==> config.mk <==
export PLATFORM = sky130hd
export DESIGN_NAME = frac_mem_align
export DESIGN_NICKNAME = d
export VERILOG_FILES = /design/src/hdl/frac_mem_geom_pkg.sv /design/src/hdl/frac_mem_mode_pkg.sv /design/src/hdl/frac_mem_align.sv
export SDC_FILE = /design/constraint.sdc
export NUM_CORES = 1
export LEC_CHECK = 0
export ABC_AREA = 1
export BUFFER_PORTS_ARGS = -buffer_cell sky130_fd_sc_hd__buf_2
export CAP_MARGIN = 20
export CORE_MARGIN = 2
export CORE_UTILIZATION = 25
export DETAILED_ROUTE_END_ITERATION = 7
export HOLD_SLACK_MARGIN = 0.1
export PLACE_DENSITY_LB_ADDON = 0.2
export REMOVE_ABC_BUFFERS = 1
export SLEW_MARGIN = 30
export SYNTH_ARGS = -nofsm -noshare
export SYNTH_HDL_FRONTEND = slang
export SYNTH_SLANG_ARGS = --single-unit
==> constraint.sdc <==
create_clock -name clk -period 2.6 [get_ports clk]
set_input_delay 0.39 -clock clk [delete_from_list [all_inputs] [get_ports clk]]
set_output_delay 0.39 -clock clk [all_outputs]
set_load 0.01 [all_outputs]
==> src/hdl/frac_mem_geom_pkg.sv <==
// Fixed geometry of two 512 x 32 banks behind a 15-bit address whose lane index is left-justified
`default_nettype none

package frac_mem_geom_pkg;

    // ----------------------------------------
    // Bank geometry
    // ----------------------------------------
    localparam int BANK_W = 32;
    localparam int ADDR_W = 15;
    localparam int LANE_W = 5;

    // Row bits are what is left after the bank bit and the lane index
    localparam int ROW_W  = ADDR_W - LANE_W - 1;

    // ----------------------------------------
    // Address views
    // ----------------------------------------
    // sp: single-port modes other than SP64, bank bit on top
    // dp: dual modes and SP64, low bit not used
    // A mode of width 2^k only looks at the top 5-k lane bits
    typedef union packed {
        struct packed {
            logic              bank;
            logic [ROW_W-1:0]  row;
            logic [LANE_W-1:0] lane;
        } sp;
        struct packed {
            logic [ROW_W-1:0]  row;
            logic [LANE_W-1:0] lane;
            logic              unused;
        } dp;
    } mem_addr_u;

endpackage

`default_nettype wire

==> src/hdl/frac_mem_mode_pkg.sv <==
// Codes 13 to 15 are reserved and rejected by mode_is_valid; lane widths are powers of two up to 32
`default_nettype none

package frac_mem_mode_pkg;

    // ----------------------------------------
    // Mode codes
    // ----------------------------------------
    typedef enum logic [3:0] {
        SP64 = 4'd0,
        SP32 = 4'd1,
        SP16 = 4'd2,
        SP8  = 4'd3,
        SP4  = 4'd4,
        SP2  = 4'd5,
        SP1  = 4'd6,
        DP32 = 4'd7,
        DP16 = 4'd8,
        DP8  = 4'd9,
        DP4  = 4'd10,
        DP2  = 4'd11,
        DP1  = 4'd12
    } mode_t;

    // Log2 of the lane width, 0 for 1 bit up to 5 for 32 bits
    typedef logic [2:0] width_code_t;

    // ----------------------------------------
    // Mode helpers
    // ----------------------------------------
    function automatic logic mode_is_valid(input mode_t m);
        return m <= DP1;
    endfunction

    function automatic logic mode_is_dual(input mode_t m);
        return (m >= DP32) && (m <= DP1);
    endfunction

    // SP64 counts as a full 32-bit word on each bank
    function automatic width_code_t mode_width(input mode_t m);
        case (m)
            SP16, DP16: return 3'd4;
            SP8,  DP8:  return 3'd3;
            SP4,  DP4:  return 3'd2;
            SP2,  DP2:  return 3'd1;
            SP1,  DP1:  return 3'd0;
            default:    return 3'd5;
        endcase
    endfunction

endpackage

`default_nettype wire
==> src/hdl/frac_mem_align.sv <==
// Expects rdata one cycle after the routing inputs and leaves q unchanged on any cycle without a read
`timescale 1ns/1ps
`default_nettype none

module frac_mem_align (
    input  logic                                 clk,
    input  logic                                 rst_n,
    input  logic                                 rd_a,
    input  logic                                 src_a,
    input  logic [frac_mem_geom_pkg::LANE_W-1:0] lane_a,
    input  frac_mem_mode_pkg::width_code_t       width_a,
    input  logic                                 rd_b,
    input  logic [frac_mem_geom_pkg::LANE_W-1:0] lane_b,
    input  frac_mem_mode_pkg::width_code_t       width_b,
    input  logic [frac_mem_geom_pkg::BANK_W-1:0] rdata0,
    input  logic [frac_mem_geom_pkg::BANK_W-1:0] rdata1,
    output logic [frac_mem_geom_pkg::BANK_W-1:0] q_a,
    output logic [frac_mem_geom_pkg::BANK_W-1:0] q_b
);
    import frac_mem_mode_pkg::*;
    import frac_mem_geom_pkg::*;

    logic              rd_a_q;
    logic              rd_b_q;
    logic              src_a_q;
    logic [LANE_W-1:0] lane_a_q;
    logic [LANE_W-1:0] lane_b_q;
    width_code_t       width_a_q;
    width_code_t       width_b_q;
    logic [BANK_W-1:0] word_a;

    // Shift the addressed lane down to bit 0 and clear everything above it
    function automatic logic [BANK_W-1:0] extract(input logic [BANK_W-1:0] word,
                                                  input logic [LANE_W-1:0] lane,
                                                  input width_code_t       w);
        logic [LANE_W-1:0] off;
        off = (lane >> w) << w;
        return (word >> off) & ({BANK_W{1'b1}} >> (BANK_W - (1 << w)));
    endfunction

    // ----------------------------------------
    // Routing delay to meet bank rdata
    // ----------------------------------------
    always_ff @(posedge clk) begin
        if (!rst_n) begin
            rd_a_q <= 1'b0;
            rd_b_q <= 1'b0;
        end else begin
            rd_a_q <= rd_a;
            rd_b_q <= rd_b;
        end
    end

    always_ff @(posedge clk) begin
        src_a_q   <= src_a;
        lane_a_q  <= lane_a;
        width_a_q <= width_a;
        lane_b_q  <= lane_b;
        width_b_q <= width_b;
    end

    // Port b always reads bank 1
    assign word_a = src_a_q ? rdata1 : rdata0;

    // ----------------------------------------
    // Output registers
    // ----------------------------------------
    always_ff @(posedge clk) begin
        if (!rst_n) begin
            q_a <= '0;
            q_b <= '0;
        end else begin
            if (rd_a_q) begin
                q_a <= extract(word_a, lane_a_q, width_a_q);
            end
            if (rd_b_q) begin
                q_b <= extract(rdata1, lane_b_q, width_b_q);
            end
        end
    end

endmodule

`default_nettype wire

==> qor.csv <==
stage,metric,value,unit
logic_synthesis,"EDFF count, synth",0,
placed_design,hpwl dp,23200,µm
drt,drt pass-1 iters,6,
drt,via/cell ratio,4.88,
min_path,Worst Hold Class,in -> reg,
power,PD cells,454,nW/µm²
sta,RSZ-0062 raised after global routing,yes,
clocking,Skew-Pair Late Insertion Delay,0.35,ns
logic_synthesis,Post-synth ARST share,0,%
drt,Post-route DRC,0,
logic_synthesis,Synth Register Bits,83,
logic_synthesis,synthesized area per cell,5.49,µm²
logic_synthesis,top_reg_cell synth,dfxtp_1,
placed_design,GP Congestion,0.941,
layout,synth-to-layout area growth,20.7,%
logic_synthesis,synth unique cells,40,
power,Leak,4.75,nW
drt,post-route ant nets,0,
power,Max VDD drop,236,µV
layout,Total Nets Final,1595,
placed_design,dpl ws,0.114,ns
sta,final hold violations,0,
clocking,CTS tree,built,
layout,ratio of cells with drive above 1 in the final layout,17.1,%
clocking,number of clock sinks,83,
sta,Setup Viol. Count Final,0,
placed_design,Post-Place Cell Area,8840,µm²
clocking,cts hold-fix bufs,0,
sta,Final Critical Period,2.36,ns
logic_synthesis,top area cells in the synthesized netlist,"nand2_1, dfxtp_1, nand3_1, inv_1, a21oi_1",
layout,# diodes,0,
sta,WHS,0.134,ns
clocking,setup bufs post-CTS,0,
worst_setup_path,Crit Path Max Fanout,17,
placed_design,number of port buffers,148,
global_route,first-pass GRT wire length,46800,µm
worst_setup_path,crit path DAT,2.57,ns
run_status,status,"complete, no violations",
floorplan,Chip Width,178,µm
worst_setup_path,Crit. End Element,flip-flop,
logic_synthesis,warnings from Yosys,0,
floorplan,FP Rows,63,
floorplan,die area,31800,µm²
logic_synthesis,Post-Syn Area,7590,µm²
logic_synthesis,top-area cell type share of the netlist area,24.6,%
global_route,Total GRT Usage,18.7,%
drt,DR WL/cell,15.5,µm
clocking,PostCTS Resize Cnt,0,
sta,setup ws final,0.235,ns
worst_setup_path,critical path class,reg -> reg,
layout,Filler Cell Count,3501,
layout,final instance area,9160,µm²
logic_synthesis,Yosys top cell by area,nand2_1,
floorplan,total core area,29800,µm²
floorplan,die height,178,µm
clocking,clock root cell,clkbuf_16,
clocking,Clock Tree Buf Depth,2,
sta,slew at the pin closest to its max-slew limit,0.608,ns
sta,Fin Clk Skew,0.0124,ns
clocking,clock-pin slew on the worst setup and hold paths,0.07,ns
clocking,CTS Buf Count,9,
floorplan,starting density of the core,25.5,%
drt,drt initial violations,640,
power,post-route total power,4.16,mW
sta,fin crit share,91.0,%
global_route,initial antenna violation count,0,
drt,routed wire length,29500,µm
worst_setup_path,CP required,2.81,ns
sta,Max Slew Vio Count,0,
global_route,gr ovfl total,0,
job,max cap viols,0,
logic_synthesis,sequential-to-total area share from yosys stat,21.9,%
sta,Final TNS setup,0,ns
floorplan,# IOs,149,
logic_synthesis,cells after synthesis,1382,
worst_setup_path,critical path launch point type,flip-flop,
sta,max_slew headroom,59.2,%
global_route,vias in the first global route,8781,
sta,f_max,423,MHz
drt,DR vias,9279,
clocking,H-Tree Depth,3,
global_route,largest net degree at the start of global routing,52,
synthesized netlist by cell type, types with 4 or more instances:
cell type	count
buf_6	7
nand3_1	293
nand3_4	4
ha_1	4
o21ai_0	55
nand2_1	497
o21ai_1	11
buf_4	13
a21oi_1	88
nand2_2	13
inv_2	10
buf_1	6
dfxtp_1	83
nor2_1	38
inv_1	144
clkbuf_1	27
buf_2	24
nand4_1	30
registers in the layout (all words and copies together) (netlist names):
register	cells
q_a	32
q_b	32
lane_a_q	5
lane_b_q	5
width_a_q	3
width_b_q	3
rd_a_q	1
rd_b_q	1
src_a_q	1
kinds of logic after synthesis:
| logic type | synth area share, % |
|---|---|
| and+or+nand+nor | 51.6 |
| muxes | 0.132 |
| DFF | 21.9 |
| xor gates and xnor gates | 0.231 |
| AOI/OAI and AO/OA | 12.0 |
| adders and majority gates | 0.659 |
| buffers and inverters | 13.5 |
worst max-delay path, stage by stage (launching register included):
cell	delay (ns)
dfxtp_1	0.35
buf_4	0.21
nand2_1	0.09
nand3_1	0.11
nand2_2	0.09
nand2_2	0.09
nand3_4	0.11
nand3_2	0.16
buf_4	0.24
nand2_1	0.10
nand3_1	0.12
nand2_1	0.09
nand2_1	0.09
nand3_1	0.13
nand3_1	0.15
a21oi_1	0.08
area by class of cell:
cell class | instances | area, µm² | area share, %
multi-input combinational | 1064 | 4930 | 53.8
sequential | 83 | 1670 | 18.2
timing repair buffer | 190 | 1180 | 12.9
inverter | 158 | 606 | 6.61
tap | 390 | 488 | 5.33
clock buffer | 10 | 239 | 2.61
clock inverter | 6 | 47.5 | 0.519
through the flow:
stage	instances	util (%)
after CTS	1901	30.6
after floorplan	1305	-
final	1901	30.7
after detailed placement	1885	29.7
after global placement	1885	29.7
after global routing	1901	30.7
report_power, final:
| group | total [mW] | switching (mW) | internal, mW |
|---|---|---|---|
| logic | 1.55 | 1.03 | 0.511 |
| registers | 1.35 | 0.0317 | 1.32 |
| clock network | 1.27 | 0.587 | 0.681 |
routing by layer:
metal	GRT usage, %	wire length (µm)	up-vias
met5	0	0	-
met4	6.17	865	0
met1	22.8	12700	4233
met3	2.34	1270	49
met2	33.7	14700	252
li1	-	-	4745
final timing paths:
kind                                    from      end  slack, ns  cells after the start
worst min-delay path                   src_a  src_a_q       0.13                      1
worst max register to register  width_a_q[0]   q_a[0]       0.24                     15
worst min register to register       q_a[29]  q_a[29]       0.46                      2
worst max-delay path            width_a_q[0]   q_a[0]       0.24                     15
cells in the final DEF (no fill, tap or decap), drive strengths merged:
cell type  Yosys  final
nand3        300    300
dfxtp         83     83
inv          157    159
nand4         30     30
nand2        510    510
clkinv         1      1
nor2          41     41
buf           50    190
nand3b         2      2
o211ai         4      4
a31oi          3      3
nor4           1      1
a21boi         1      1
mux2i          1      1
nor3           4      4
o22ai          1      1
xor2           2      2
ha             4      4
clkinvlp       0      4
o21ai         69     69
a21oi         89     89
clkbuf        27     10
o311ai         1      1
a211oi         1      1
Power figures use the tool's default switching activity.
